$ cat src/rtl/lsu_defines.svh
`ifndef LSU_DEFINES_SVH
`define LSU_DEFINES_SVH

// byte address width of the data RAM.
`define LSU_ADDR_W 12

`define LSU_RAM_WORDS (1 << (`LSU_ADDR_W - 2))

// load/store operation codes.
`define LSU_OP_LB  3'd0
`define LSU_OP_LH  3'd1
`define LSU_OP_LW  3'd2
`define LSU_OP_LBU 3'd3
`define LSU_OP_LHU 3'd4
`define LSU_OP_SB  3'd5
`define LSU_OP_SH  3'd6
`define LSU_OP_SW  3'd7

`endif

$ cat src/rtl/lsu_pkg.sv
`include "lsu_defines.svh"

package lsu_pkg;

    typedef logic [31:0]             word_t;
    typedef logic [`LSU_ADDR_W-1:0]  addr_t;
    typedef logic [3:0]              byte_en_t;
    typedef logic [2:0]              ls_op_t;

    typedef struct packed {
        ls_op_t op;
        addr_t  addr;
        word_t  wdata;
    } lsu_req_t;

    typedef struct packed {
        word_t rdata;
        logic  load_addr_error;
        logic  store_addr_error;
    } lsu_resp_t;

    // word addressed, as the RAM sees it.
    typedef struct packed {
        logic [`LSU_ADDR_W-3:0] adr;
        word_t                  dat;
        byte_en_t               sel;
        logic                   we;
    } wb_req_t;

    typedef enum logic [1:0] {
        ST_IDLE,
        ST_BUS,
        ST_DONE
    } wb_state_e;

endpackage

$ cat src/rtl/lsu_req_stage.sv
`timescale 1ns/1ns
`include "lsu_defines.svh"

module lsu_req_stage (
    input  logic              clk,
    input  logic              rst_n,
    input  logic              req_valid,
    input  lsu_pkg::lsu_req_t req,
    output logic              req_ready,
    input  logic              done,
    output lsu_pkg::lsu_req_t held,
    output logic              held_valid,
    output logic              misaligned
);

    logic accept;

    assign req_ready = !held_valid; // one slot only.
    assign accept    = req_valid && req_ready;

    always_ff @(posedge clk or negedge rst_n) begin
        if (!rst_n) begin
            held_valid <= 1'b0;
        end else if (accept) begin
            held_valid <= 1'b1;
        end else if (done) begin
            held_valid <= 1'b0;
        end
    end

    always_ff @(posedge clk) begin
        if (accept) begin
            held <= req;
        end
    end

    // word needs 00, halfword needs an even address.
    always_comb begin
        case (held.op)
            `LSU_OP_LW,
            `LSU_OP_SW: begin
                misaligned = (held.addr[1:0] != 2'b00);
            end
            `LSU_OP_LH,
            `LSU_OP_LHU,
            `LSU_OP_SH: begin
                misaligned = held.addr[0];
            end
            default: begin
                misaligned = 1'b0; // bytes are always aligned.
            end
        endcase
    end

endmodule

$ cat config.mk
export PLATFORM = sky130hd
export DESIGN_NAME = lsu_req_stage
export DESIGN_NICKNAME = d
export VERILOG_FILES = /design/src/rtl/lsu_pkg.sv /design/src/rtl/lsu_req_stage.sv
export VERILOG_INCLUDE_DIRS = /design/src /design/src/rtl
export SDC_FILE = /design/constraint.sdc
export NUM_CORES = 1
export LEC_CHECK = 0
export BUFFER_PORTS_ARGS = -buffer_cell sky130_fd_sc_hd__buf_2
export CAP_MARGIN = 40
export CORE_MARGIN = 8
export CORE_UTILIZATION = 35
export CTS_CLUSTER_DIAMETER = 200
export DETAILED_ROUTE_END_ITERATION = 10
export PLACE_DENSITY_LB_ADDON = 0.08
export SLEW_MARGIN = 20
export SYNTH_ARGS = -nofsm -noshare
export SYNTH_HDL_FRONTEND = slang
export SYNTH_SLANG_ARGS = --single-unit
$ cat constraint.sdc
create_clock -name clk -period 7.5 [get_ports clk]
set_input_delay 1.125 -clock clk [delete_from_list [all_inputs] [get_ports clk]]
set_output_delay 1.125 -clock clk [all_outputs]
set_load 0.05 [all_outputs]
==> run_results.csv <==
group,metric,value,unit
worst_setup_path,cp.arrival,1.42,ns
cells_and_area,layout-drive-gt1-share,66.3,%
pwr,ir_drop,0.148,mV
worst_setup_path,cp-end-kind,"primary output",
routing,drt_iter0_markers,62,
worst_setup_path,r2r_cells,2,
routing,drc,0,
synth,synth_cell_types,10,
worst_setup_path,start_kind,"flip-flop",
synth,postSynthCellCount,57,
run,max_cap_viol_count,0,
synth,yosysTopAreaCellShare,94.2,%
worst_setup_path,r2r-start,"held_valid",
pwr,power.net_switching,173,uW
pwr,switching_share,29.8,%
synth,yosys-top-cells-area,"edfxtp_1 94%, dfrtp_1 1.7%, a221oi_2 1.0%",
die,row_count,23,
synth,synth_nets,108,
timing,period_minus_slack,2.55,ns
global_routing,first_global_vias,956,
timing,whs,0.597,ns
worst_hold_path,holdCritPathClass,"primary input to asynchronous set/reset pin",
die,die-area,6630,um^2
die,io_pins,101,
routing,wl_per_cell,15.6,um
worst_setup_path,cp_max_fo,3,
clock_tree,cts_setup_buffers,0,
clock_tree,cts_tree,"built",
die,die_h,81.4,um
synth,syn_avg_cell_area,26.3,um^2
synth,synthArstFlopShare,2.08,%
clock_tree,cts_buffers,5,
die,core_area,4060,um^2
synth,ys_seq_elements,48,
timing,setup_tns,0,ns
synth,synth-edff-count,47,
routing,dr.pass1.iters,2,
clock_tree,clock_path_buffers,2,
timing,slew_violations,0,
routing,wl,3360,um
worst_setup_path,timing.rr.end,"held[22]",
synth,ys_seq_area_share,95.9,%
synth,yosysMostFrequentCell,"edfxtp_1",
synth,netlist_area,1500,um^2
timing,skew,0.00432,ns
worst_setup_path,crit_type,"flip-flop to primary output",
synth,netlist_top_cells_count,"47 x edfxtp_1, 2 x inv_1",
pwr,p_clk_share,24.1,%
clock_tree,cts_sinks,48,
clock_tree,ctsHoldBuffers,0,
clock_tree,post_cts_resized,0,
timing,slew-limit-headroom,70.4,%
outcome,status,"finished, final reports clean",
timing,final-setup-viol-count,0,
global_routing,antenna_found_initial,0,
clock_tree,clock_latency,0.29,ns
pwr,cellLeakagePower,0.000932,uW
placement,place_congestion,0.728,
clock_tree,cts-htree-levels,2,
cells_and_area,fin_nets,216,
synth,synth-warning-count,0,
pwr,p_int,406,uW
clock_tree,cts_root_buf,"clkbuf_8",
pwr,powerDensity,268,nW/um^2
worst_setup_path,r2r_slack,5.88,ns
timing,tightest_slew,0.442,ns
synth,netlist.top_cell.by_area,"edfxtp_1",
cells_and_area,antenna_cells,0,
placement,portBuffers,100,
pwr,combPwrFrac,20.0,%
die,die_x,81.4,um
die,initial_core_util,36.9,%
global_routing,overflow,0,
clock_tree,clk_pin_slew,0.08,ns
global_routing,grt.total_usage,9.90,%
cells_and_area,area_growth,44.1,%
pwr,p_seq_share,55.9,%
routing,vias_per_cell,4.11,
worst_setup_path,critPathRequiredTime,6.38,ns
synth,ys.flop_type,"edfxtp_1",
timing,clock.fmax,0.392,GHz
timing,rsz0062_at_grt,"false",
routing,ant_nets,0,
global_routing,grt_pass1_wl,4750,um
timing,hold_viol,0,
global_routing,grt_max_degree,33,
cells_and_area,fillers,378,
routing,via_count,887,
placement,dp_hpwl,2730,um
timing,min_period_over_period,34.0,%
==> sequential cells by signal, summed over array words and instances (netlist names) <==
register and cells:
held 47, held_valid 1
==> cell families (layout without fill, tap and decap cells) <==
group	after synthesis	after routing	synth area share, %
xor+xnor	1	1	0.585
simple gates	2	2	0.836
buf+inv	2	111	0.501
compound gates	4	4	2.17
flops	48	48	95.9
==> worst max-delay path, cell delays in order (launching register included) <==
cell and delay, ns:
edfxtp_1 0.43, xor2_1 0.19, a221oi_2 0.21, buf_2 0.30
==> per-stage QoR <==
step	util, %	area (um^2)	worst slack [ns]	cells	total power, uW
after floorplan	-	1500	3.81	57	413
final	53.2	2160	4.95	216	579
after global routing	53.2	2160	4.85	216	603
after global placement	51.2	2080	5.07	208	446
after detailed placement	51.2	2080	5.05	208	448
after CTS	53.2	2160	4.94	216	588
==> worst max-delay path by stage <==
stage            endpoint      start  cells after the start
2_1_floorplan     held[0]  req_valid                      1
3_3_place_gp     held[10]  req_valid                      3
3_5_place_dp     held[12]  req_valid                      3
4_1_cts        misaligned   held[45]                      3
5_1_grt        misaligned   held[45]                      3
6_report       misaligned   held[45]                      3
==> per-layer routing <==
metal | global-route usage [%] | routed length, um
met1 | 9.17 | 1100
met2 | 16.2 | 1690
met3 | 6.44 | 503
met4 | 5.54 | 72
met5 | 0 | 0
==> final cells by class <==
type	instances	area (um^2)	area share, %
multi-input cells	7	61.3	2.84
flip-flops and latches	48	1440	66.6
inverters	2	7.51	0.348
well taps	50	62.6	2.90
repair buffers	101	508	23.5
clock buffers	5	68.8	3.19
clock inverters	3	13.8	0.638
==> layout by cell type, fill, tap and decap left out <==
| cell | count |
|---|---|
| inv_1 | 2 |
| a221oi_2 | 1 |
| dfrtp_1 | 1 |
| clkinv_1 | 1 |
| o21bai_1 | 1 |
| clkbuf_8 | 5 |
| xor2_1 | 1 |
| nand2b_1 | 1 |
| buf_4 | 1 |
| clkinv_2 | 2 |
| buf_2 | 100 |
| edfxtp_1 | 47 |
| o21ai_1 | 1 |
| a21oi_1 | 1 |
| nor2b_4 | 1 |
==> power groups by stage <==
stage                     registers [uW]  clock network [uW]  logic [uW]
after detailed placement             330                   0         118
after CTS                            324                 146         118
final                                324                 140         116
after global placement               330                   0         116
after global routing                 326                 156         121
after floorplan                      397                   0        16.0
No activity file was read; power rests on OpenSTA's default activity.
