<file path="src/rtl/lsu_defines.svh">
`ifndef LSU_DEFINES_SVH
`define LSU_DEFINES_SVH

// byte address width of the data RAM.
`define LSU_ADDR_W 12

`define LSU_RAM_WORDS (1 << (`LSU_ADDR_W - 2))

// load/store operation codes.
`define LSU_OP_LB  3'd0
`define LSU_OP_LH  3'd1
`define LSU_OP_LW  3'd2
`define LSU_OP_LBU 3'd3
`define LSU_OP_LHU 3'd4
`define LSU_OP_SB  3'd5
`define LSU_OP_SH  3'd6
`define LSU_OP_SW  3'd7

`endif

</file>
<file path="src/rtl/lsu_pkg.sv">
`include "lsu_defines.svh"

package lsu_pkg;

    typedef logic [31:0]             word_t;
    typedef logic [`LSU_ADDR_W-1:0]  addr_t;
    typedef logic [3:0]              byte_en_t;
    typedef logic [2:0]              ls_op_t;

    typedef struct packed {
        ls_op_t op;
        addr_t  addr;
        word_t  wdata;
    } lsu_req_t;

    typedef struct packed {
        word_t rdata;
        logic  load_addr_error;
        logic  store_addr_error;
    } lsu_resp_t;

    // word addressed, as the RAM sees it.
    typedef struct packed {
        logic [`LSU_ADDR_W-3:0] adr;
        word_t                  dat;
        byte_en_t               sel;
        logic                   we;
    } wb_req_t;

    typedef enum logic [1:0] {
        ST_IDLE,
        ST_BUS,
        ST_DONE
    } wb_state_e;

endpackage

</file>
<file path="src/rtl/wb_data_master.sv">
`timescale 1ns/1ns
`include "lsu_defines.svh"

module wb_data_master (
    input  logic               clk,
    input  logic               rst_n,
    input  logic               held_valid,
    input  logic               misaligned,
    input  lsu_pkg::ls_op_t    held_op,
    input  lsu_pkg::wb_req_t   bus_req,
    input  lsu_pkg::word_t     load_data,
    input  logic               ack,
    output logic               cyc,
    output logic               stb,
    output lsu_pkg::wb_req_t   wb_out,
    output logic               done,
    output logic               resp_valid,
    output lsu_pkg::lsu_resp_t resp
);

    lsu_pkg::wb_state_e state;
    lsu_pkg::wb_state_e state_nxt;
    logic               is_store;
    logic               start;
    logic               reject;

    assign is_store = (held_op == `LSU_OP_SB) || (held_op == `LSU_OP_SH) ||
                      (held_op == `LSU_OP_SW);

    assign start  = (state == lsu_pkg::ST_IDLE) && held_valid && !misaligned;
    assign reject = (state == lsu_pkg::ST_IDLE) && held_valid && misaligned;

    // cycle opens in the same cycle the request is held.
    assign cyc    = start || (state == lsu_pkg::ST_BUS);
    assign stb    = cyc;
    assign wb_out = cyc ? bus_req : '0; // held request keeps the fields stable.

    assign done       = (state == lsu_pkg::ST_DONE);
    assign resp_valid = done;

    always_comb begin
        state_nxt = state;
        case (state)
            lsu_pkg::ST_IDLE: begin
                if (start) begin
                    state_nxt = lsu_pkg::ST_BUS;
                end else if (reject) begin
                    state_nxt = lsu_pkg::ST_DONE;
                end
            end
            lsu_pkg::ST_BUS: begin
                if (ack) begin
                    state_nxt = lsu_pkg::ST_DONE;
                end
            end
            default: begin
                state_nxt = lsu_pkg::ST_IDLE;
            end
        endcase
    end

    always_ff @(posedge clk or negedge rst_n) begin
        if (!rst_n) begin
            state <= lsu_pkg::ST_IDLE;
        end else begin
            state <= state_nxt;
        end
    end

    always_ff @(posedge clk) begin
        if (reject) begin
            resp.rdata            <= '0;
            resp.load_addr_error  <= !is_store;
            resp.store_addr_error <= is_store;
        end else if ((state == lsu_pkg::ST_BUS) && ack) begin
            resp.rdata            <= is_store ? '0 : load_data;
            resp.load_addr_error  <= 1'b0;
            resp.store_addr_error <= 1'b0;
        end
    end

endmodule

</file>
<file path="config.mk">
export PLATFORM = sky130hd
export DESIGN_NAME = wb_data_master
export DESIGN_NICKNAME = d
export VERILOG_FILES = /design/src/rtl/lsu_pkg.sv /design/src/rtl/wb_data_master.sv
export VERILOG_INCLUDE_DIRS = /design/src /design/src/rtl
export SDC_FILE = /design/constraint.sdc
export NUM_CORES = 1
export LEC_CHECK = 0
export ABC_AREA = 0
export BUFFER_PORTS_ARGS = -buffer_cell sky130_fd_sc_hd__buf_2
export CAP_MARGIN = 20
export CORE_ASPECT_RATIO = 0.75
export CORE_UTILIZATION = 30
export DETAILED_ROUTE_END_ITERATION = 12
export HOLD_SLACK_MARGIN = 0.05
export PLACE_DENSITY = 0.75
export SYNTH_ARGS = -nofsm -noshare
export SYNTH_HDL_FRONTEND = slang
export SYNTH_SLANG_ARGS = --single-unit
</file>
<file path="constraint.sdc">
create_clock -name clk -period 1.6 [get_ports clk]
set_clock_uncertainty 0.15 [all_clocks]
set_input_delay 0.08 -clock clk [delete_from_list [all_inputs] [get_ports clk]]
set_output_delay 0.08 -clock clk [all_outputs]
set_load 0.01 [all_outputs]
</file>
==> results.md <==
* Outcome: complete, but fails checks
* Failing checks: DRC, setup timing
* Count of final max-slew check failures at 0
* Maximum Capacitance Violations at 0
* Synth Instances at approximately 140
* Final setup fails at 55
* Root Buffer: clkbuf_8
* ANT cells at 0
* Worst R2R Start: state[1]
* Placer Congestion at 0.6573
* Mapped Avg Cell Area at roughly 11 µm²
* Final Instance Area at 3217 µm²
* # fillers at between 300 and 400
* Top sig layer: met4
* Number of synthesized register bits at 36
* Met2 WL post-DR at 2993 µm
* PD cells at between 900 and 1000 nW/µm²
* Die area at 5380 µm²
* Crit Path Max Fanout at 7
* Max transition margin at 87.48%
* Depth of the worst register-to-register path at 5
* Core area at 4900 µm²
* Critical path type: register to output pin
* Ports at 172
* Ys Warns at 0
* Via/cell ratio at 4.572
* Reg clk slew, reported paths at 60 ps
* Most common cell after layout, fill and taps aside: buf_2
* R2R Path End: resp[31]
* FP Rows at 22
* Synthesized cell area at between 1500 and 2000 µm²
* DIE HEIGHT at 63.78 µm
* Drt pass-1 iters at 9
* Startpoint Class: register
* Worst setup endpoint: wb_out[38]
* Crit end category: output pin
* Final Cycle Share at 106.2%
* Placement Cell Area at about 2400 µm²
* Final min period at between 1500 and 2000 ps
* Fin nets at between 400 and 500
* Mapped Nets at 231
* Deepest clock path buffer count at 2
* Peak VDD IR at about 0.63 mV
* Worst R2R Setup Slack at -10 ps
* First-iteration detailed-routing DRC count at 57
* Commonest non-fill, non-tap cells in the layout: 156 x buf_2, 35 x dlygate4sd3_1, 32 x a22o_1, 32 x dfxtp_1, 31 x and2_1
* Synth cell types at 20
* WL met1 at 2516 µm
* Post-synth top area share at 41.97%
* Die W at 84.37 µm
* Fmax at 0.5883 GHz
* Overall Power at 3.032 mW
* WL final at just over 6000 µm
* Final Hold Viols at 0
* Synth top area cells: dfxtp_1 42%, and2_1 19%, a22o_1 18%, edfxtp_1 3.9%, dfrtp_1 3.3%
* Crit path DAT at approximately 1500 ps
* Min-delay worst type: primary input to register
* Starting Density at between 30% and 40%
* Critical Path RT at 1370 ps
* Slew @ Worst Pin at approximately 190 ps
* DRC errors left at 8
* Antenna violations before repair at 0
* Gr usage total at 20.13%
* Via count at 1925
* Wire per inst at 14.33 µm
* DRT antenna net count at 0
* Register area share after synthesis at approximately 50%
* CTS Buf Count at 5
* GR Overflow Total at 0
* Largest net degree at the start of global routing at 25
* Vias in the first global route at 1788
* CTS tree: done
* Setup crit start: state[1]
* Hold wc startpoint: misaligned
* First-pass GRT wire length at 8397 µm
* Hpwl dp at 3476 µm
* Layout cells sized above 1 at 59.83%
* Synthesis-to-layout area growth at 110.7%
* H-tree levels at 2
* Leak at 1.738 nW
* Input/output buffers at around 170
* Clock net sink count at 36
* Met3 wire length at between 300 and 400 µm
* Area leader, netlist: dfxtp_1
* Clk Latency, worst-skew pair at 270 ps
* Setup ws final at -99.70 ps
* RSZ-0062 raised after global routing: true
* Final Core Density at 65.65%
registers in the layout, summed over array words and instances, names as in the netlist:
signal,cells
state,2
resp,34
worst min path at each step:
stage,to,slack (ps),cells past startpoint
2_1_floorplan,state[0],-370,0
3_3_place_gp,state[0],-280,1
3_5_place_dp,state[0],-270,1
4_1_cts,resp[0],70,3
5_1_grt,resp[0],80,3
6_report,resp[0],80,3
final cells by class:
cell class,instances,area (µm²),area share (%)
Tap cell,60,75.07,2.334
Sequential cell,36,750.7,23.34
Timing Repair Buffer,223,1556,48.39
Multi-Input combinational cell,91,738.2,22.95
Clock inverter,1,8.758,0.2723
Clock buffer,7,76.32,2.373
Inverter,3,11.26,0.3501
where the power goes:
part / switching (mW) / internal (mW)
sequential: 0.0839 / 1.06
combinational: 0.537 / 0.733
clock: 0.307 / 0.311
total: 0.928 / 2.10
metrics by stage:
| step | hold WS (ps) | std cells | setup TNS, ps | worst slack (ps) |
|---|---|---|---|---|
| global placement | -277.2 | 367 | 0 | 124.4 |
| floorplan | -365.6 | 144 | 0 | 85.07 |
| finish | 77.48 | 421 | -2551 | -99.70 |
| CTS | 67.88 | 418 | -3198 | -78.48 |
| global route | 81.93 | 421 | -7433 | -160.1 |
| detailed placement | -273.4 | 367 | 0 | 94.57 |
timing repair:
item,4_1_cts,5_1_grt
hold endpoints to repair,35,0
buffers inserted,5,2
hold buffers,35,0
endpoints found under the setup margin,49,81
pin swaps,9,4
gates cloned,3,4
gates resized for setup,28,19
critical path, stage by stage (launching register included):
cell and delay, ps:
dfrtp_1 390, buf_6 130, a21oi_4 170, buf_6 150, buf_12 110, and2_4 140
buf_6 100
Yosys cell counts (all sizes together):
cell type	number
a21oi	1
a22o	32
and2	47
buf	9
clkbuf	5
dfrtp	2
dfxtp	32
edfxtp	2
inv	3
mux2	1
nand2	1
nand2b	1
nand4bb	1
nor2	2
nor2b	2
nor3	1
o21a	2
logic make-up after synthesis:
| kind of cell | after synthesis | synth area share [%] |
|---|---|---|
| AND/OR/NAND/NOR | 55 | 23.69 |
| flip-flops | 36 | 49.18 |
| AO/OA/AOI/OAI | 35 | 19.67 |
| buffers and inverters | 17 | 6.721 |
| multiplexers | 1 | 0.7377 |
layer usage:
metal / vias up / GRT usage (%)
met4: 0 / 8.263
li1: 934 / -
met2: 99 / 33.61
met3: 14 / 5.168
met1: 878 / 24.94
met5: - / 0
Power figures use the tool's default switching activity.
