==> src/rtl/lsu_defines.svh <==
`ifndef LSU_DEFINES_SVH
`define LSU_DEFINES_SVH

// byte address width of the data RAM.
`define LSU_ADDR_W 12

`define LSU_RAM_WORDS (1 << (`LSU_ADDR_W - 2))

// load/store operation codes.
`define LSU_OP_LB  3'd0
`define LSU_OP_LH  3'd1
`define LSU_OP_LW  3'd2
`define LSU_OP_LBU 3'd3
`define LSU_OP_LHU 3'd4
`define LSU_OP_SB  3'd5
`define LSU_OP_SH  3'd6
`define LSU_OP_SW  3'd7

`endif

==> src/rtl/lsu_pkg.sv <==
`include "lsu_defines.svh"

package lsu_pkg;

    typedef logic [31:0]             word_t;
    typedef logic [`LSU_ADDR_W-1:0]  addr_t;
    typedef logic [3:0]              byte_en_t;
    typedef logic [2:0]              ls_op_t;

    typedef struct packed {
        ls_op_t op;
        addr_t  addr;
        word_t  wdata;
    } lsu_req_t;

    typedef struct packed {
        word_t rdata;
        logic  load_addr_error;
        logic  store_addr_error;
    } lsu_resp_t;

    // word addressed, as the RAM sees it.
    typedef struct packed {
        logic [`LSU_ADDR_W-3:0] adr;
        word_t                  dat;
        byte_en_t               sel;
        logic                   we;
    } wb_req_t;

    typedef enum logic [1:0] {
        ST_IDLE,
        ST_BUS,
        ST_DONE
    } wb_state_e;

endpackage

==> src/rtl/mem_ctrl.sv <==
`timescale 1ns/1ns
`include "lsu_defines.svh"

module mem_ctrl (
    input  lsu_pkg::lsu_req_t held,
    input  lsu_pkg::word_t    bus_rdata,
    output lsu_pkg::wb_req_t  bus_req,
    output lsu_pkg::word_t    load_data
);

    logic [1:0]        lane;
    logic [15:0]       rd_half;
    logic [7:0]        rd_byte;
    lsu_pkg::byte_en_t sel;
    lsu_pkg::word_t    wdata_rep;
    logic              is_store;

    assign lane = held.addr[1:0];

    always_comb begin
        sel       = 4'b1111; // loads fetch the whole word.
        wdata_rep = '0;
        is_store  = 1'b0;
        case (held.op)
            `LSU_OP_SW: begin
                wdata_rep = held.wdata;
                is_store  = 1'b1;
            end
            `LSU_OP_SH: begin
                sel       = lane[1] ? 4'b1100 : 4'b0011;
                wdata_rep = {2{held.wdata[15:0]}};
                is_store  = 1'b1;
            end
            `LSU_OP_SB: begin
                sel       = 4'b0001 << lane;
                wdata_rep = {4{held.wdata[7:0]}};
                is_store  = 1'b1;
            end
            default: begin
                sel = 4'b1111;
            end
        endcase
    end

    always_comb begin
        bus_req.adr = held.addr[`LSU_ADDR_W-1:2];
        bus_req.dat = wdata_rep;
        bus_req.sel = sel;
        bus_req.we  = is_store;
    end

    // lane select on the returned word.
    assign rd_half = lane[1] ? bus_rdata[31:16] : bus_rdata[15:0];
    assign rd_byte = bus_rdata[8*lane +: 8];

    always_comb begin
        case (held.op)
            `LSU_OP_LW:  load_data = bus_rdata;
            `LSU_OP_LH:  load_data = {{16{rd_half[15]}}, rd_half};
            `LSU_OP_LHU: load_data = {16'b0, rd_half};
            `LSU_OP_LB:  load_data = {{24{rd_byte[7]}}, rd_byte};
            `LSU_OP_LBU: load_data = {24'b0, rd_byte};
            default:     load_data = '0; // stores return nothing.
        endcase
    end

endmodule

==> config.mk <==
export PLATFORM = sky130hd
export DESIGN_NAME = mem_ctrl
export DESIGN_NICKNAME = d
export VERILOG_FILES = /design/src/rtl/lsu_pkg.sv /design/src/rtl/mem_ctrl.sv
export VERILOG_INCLUDE_DIRS = /design/src /design/src/rtl
export SDC_FILE = /design/constraint.sdc
export NUM_CORES = 1
export LEC_CHECK = 0
export BUFFER_PORTS_ARGS = -buffer_cell sky130_fd_sc_hd__clkbuf_2
export CAP_MARGIN = 30
export CELL_PAD_IN_SITES_DETAIL_PLACEMENT = 2
export CELL_PAD_IN_SITES_GLOBAL_PLACEMENT = 2
export CORE_MARGIN = 2
export CORE_UTILIZATION = 18
export DETAILED_ROUTE_END_ITERATION = 12
export PLACE_DENSITY = 0.93
export SYNTH_ARGS = -nofsm -noshare
export SYNTH_HDL_FRONTEND = slang
export SYNTH_SLANG_ARGS = --single-unit
==> constraint.sdc <==
create_clock -name vclk -period 1.92
set_input_delay 0.192 -clock vclk [all_inputs]
set_output_delay 0.192 -clock vclk [all_outputs]
set_load 0.05 [all_outputs]
==> results by group <==
Outcome
  – Status: finished, final reports clean

Cells and area
  – Post-layout net count: 477
  – Reg area: 0 um2
  – Fillers: 1202
  – Diode count: 0
  – Area of the multi-input gates: 1613 um2
  – Layout clock buffers: 0
  – Layout cells sized above 1: 52.02%
  – Area growth from synthesis to layout: 60.11%
  – FF+latch count: 0
  – Final cell count without fillers: 529

Routing
  – DRC: 0
  – Final WL: 10.10 mm
  – Pre-antenna DRT Iters: 4
  – Antenna Nets Post-Route: 0
  – 1st-iter DRT viols: 69
  – Vias: 2608
  – Vias/cell: 4.930
  – Wire length per cell: 19.08 um

Global routing
  – Pin count of the biggest net entering global routing: 36
  – Initial antenna violation count: 0
  – GRT Overall Usage: 17.56%
  – First-pass GRT wire length: 15.88 mm
  – Vias in the first global route: 2865
  – Grt total ovfl: 0

Timing
  – Slew HR: 61.98%
  – Hold Slack: 384.0 ps
  – Slew @ Worst Pin: 568.2 ps
  – Final worst-path cycle share: 98.45%
  – Post-layout min period: 1890 ps
  – Final setup vio count: 0
  – Hold Fails Final Rpt: 0
  – Max-slew violations: 0
  – Max Clk Rate: 0.5290 GHz

Die
  – Io pins: 158
  – Initial Util: 18.38%
  – Die footprint: 10750 um2
  – Die H: 103.7 um
  – CORE AREA: 9729 um2
  – Die width: 103.7 um
  – Row cnt: 36

Synthesis
  – Synthesized area: 1788 um2
  – Syn nets: 355
  – Sequential area share after synthesis: 0%
  – Yosys warns: 0
  – Syn Area/Cell: 6.478 um2
  – Distinct cells, synth: 38
  – Cells after Synth: 276

Hold path
  – Worst Hold Class: in -> out
  – Hold Path End: bus_req[41]
  – HP Start: held[38]
  – Hold Path Cell Cnt: 0

Placed design
  – Routability Congestion: 0.8029
  – Dpl cells: 527
  – Port-buffer cells: 138
  – Hpwl dp: 8.094 mm

Setup path
  – Critical path capture point type: output pin
  – CP Data Arrival Time: 1700 ps
  – Worst EP required: 1730 ps
  – Largest fanout on the critical path: 8
  – Critical path class: in -> out
  – CP startpoint kind: input port
  – CP peak stage delay: 560 ps
  – Worst Path Buf+Inv: 3
  – Slowest cell on crit path: mux4_2
  – Crit-path cells: buf_4 > mux4_2 > nor3b_4 > buf_4 > nor2_1 > o21ai_2 > clkbuf_2
  – Cell family with most CP delay: multiplexers
  – CP dominant cell by count: buf_4

Pwr
  – Leakage power: 1.382 nW
  – Power, Total: 0.001099 W
  – Worst IR Drop VDD: 0.1311 mV
  – Pwr per Cell Area: 383.8 nW/um2

Job
  – Maxcap violations: 0
-- worst max-delay path by stage --
stage | startpoint | end | slack, ps | depth (start not counted)
after floorplan | held[32] | load_data[16] | -230 | 6
after global placement | held[32] | load_data[6] | -5 | 7
after detailed placement | held[32] | load_data[4] | -100 | 7
after CTS | held[32] | load_data[3] | -20 | 7
after global routing | held[32] | load_data[2] | -6 | 7
final | held[32] | load_data[14] | 30 | 7
-- layout by cell type, fill, tap and decap left out, types with 2 or more instances in the layout --
| cell | n |
|---|---|
| nand3_1 | 6 |
| clkbuf_8 | 3 |
| o21ai_0 | 2 |
| mux4_1 | 4 |
| and3_1 | 8 |
| clkbuf_4 | 2 |
| mux4_2 | 3 |
| a21oi_1 | 50 |
| o21ai_2 | 8 |
| a211oi_1 | 2 |
| buf_12 | 11 |
| a221oi_1 | 3 |
| inv_1 | 2 |
| mux2i_1 | 11 |
| a221oi_2 | 3 |
| o21ai_1 | 8 |
| buf_4 | 21 |
| and2_1 | 2 |
| a21boi_0 | 5 |
| a2111oi_2 | 2 |
| nand2b_1 | 4 |
| clkbuf_2 | 119 |
| buf_6 | 2 |
| nor2_1 | 11 |
| nand2_1 | 62 |
| a21boi_1 | 2 |
| mux2_2 | 22 |
-- logic make-up after synthesis --
| family | Yosys count | share of synthesized area (%) |
|---|---|---|
| simple gates | 102 | 25.40 |
| compound gates | 90 | 30.09 |
| buf+inv | 44 | 14.42 |
| mux | 40 | 30.09 |
-- through the flow --
step,cell area [um2],TNS (ps),utilization [%],setup WS (ps)
finish,2863,0,29.42,29.72
global route,2863,-18.00,29.42,-6.456
CTS,2808,-37.35,28.86,-19.44
detailed placement,2750,-710.5,28.27,-98.45
global placement,2750,-4.748,28.27,-4.748
floorplan,1814,-2917,-,-225.6
-- report_power, final --
part / internal, W / total (W) / switching [W] / leakage [nW]
Combinational: 0.000379 / 0.00110 / 0.000719 / 1.38
Clock: 0 / 0 / 0 / 0
Sequential: 0 / 0 / 0 / 0
Total: 0.000379 / 0.00110 / 0.000719 / 1.38
-- cells in the mapped netlist --
master | n | area, um2
a2111oi_0 | 1 | 8.760
a2111oi_2 | 2 | 30.03
a211o_2 | 1 | 10.01
a211oi_1 | 2 | 15.01
a21boi_0 | 6 | 45.04
a21boi_1 | 1 | 7.510
a21oi_1 | 50 | 250.2
a221oi_1 | 6 | 52.55
and2_1 | 2 | 12.51
and2b_1 | 1 | 7.510
and3_1 | 8 | 50.05
buf_1 | 2 | 7.510
buf_12 | 1 | 20.02
buf_2 | 4 | 20.02
buf_4 | 13 | 97.59
buf_6 | 3 | 33.78
clkbuf_1 | 18 | 67.56
clkinv_1 | 1 | 3.750
inv_1 | 2 | 7.510
mux2_2 | 22 | 247.7
mux2i_1 | 11 | 110.1
mux4_1 | 6 | 157.7
mux4_2 | 1 | 22.52
nand2_1 | 62 | 232.7
nand2b_1 | 4 | 25.02
nand3_1 | 6 | 30.03
nor2_1 | 12 | 45.04
nor2b_1 | 2 | 12.51
nor3_1 | 1 | 5.000
nor3b_2 | 1 | 12.51
o2111a_2 | 1 | 12.51
o211a_1 | 1 | 10.01
o21ai_0 | 16 | 80.08
o21ai_1 | 2 | 10.01
o22ai_1 | 1 | 6.260
or2_2 | 1 | 6.260
or3_1 | 1 | 6.260
or3b_1 | 1 | 8.760
-- final cells by class --
cell class	instances	share of cell area (%)
inverters	3	0.3934
repair buffers	160	37.46
multi-input cells	233	56.34
well taps	133	5.813
-- timing repair --
action | 4_1_cts | 5_1_grt
pin swaps | 2 | 2
setup endpoints to repair | 19 | 25
buffers inserted | 0 | 1
hold buffers | 0 | 0
cloned | 0 | 1
gates resized for setup | 16 | 15
-- per-layer routing --
layer	wire length (um)	GRT usage, %	vias to the layer above
li1	-	-	1228
met2	5282	32.64	70
met4	184	2.317	0
met5	0	0	-
met1	4270	22.44	1298
met3	358	1.699	12
No activity file was read; power rests on OpenSTA's default activity.
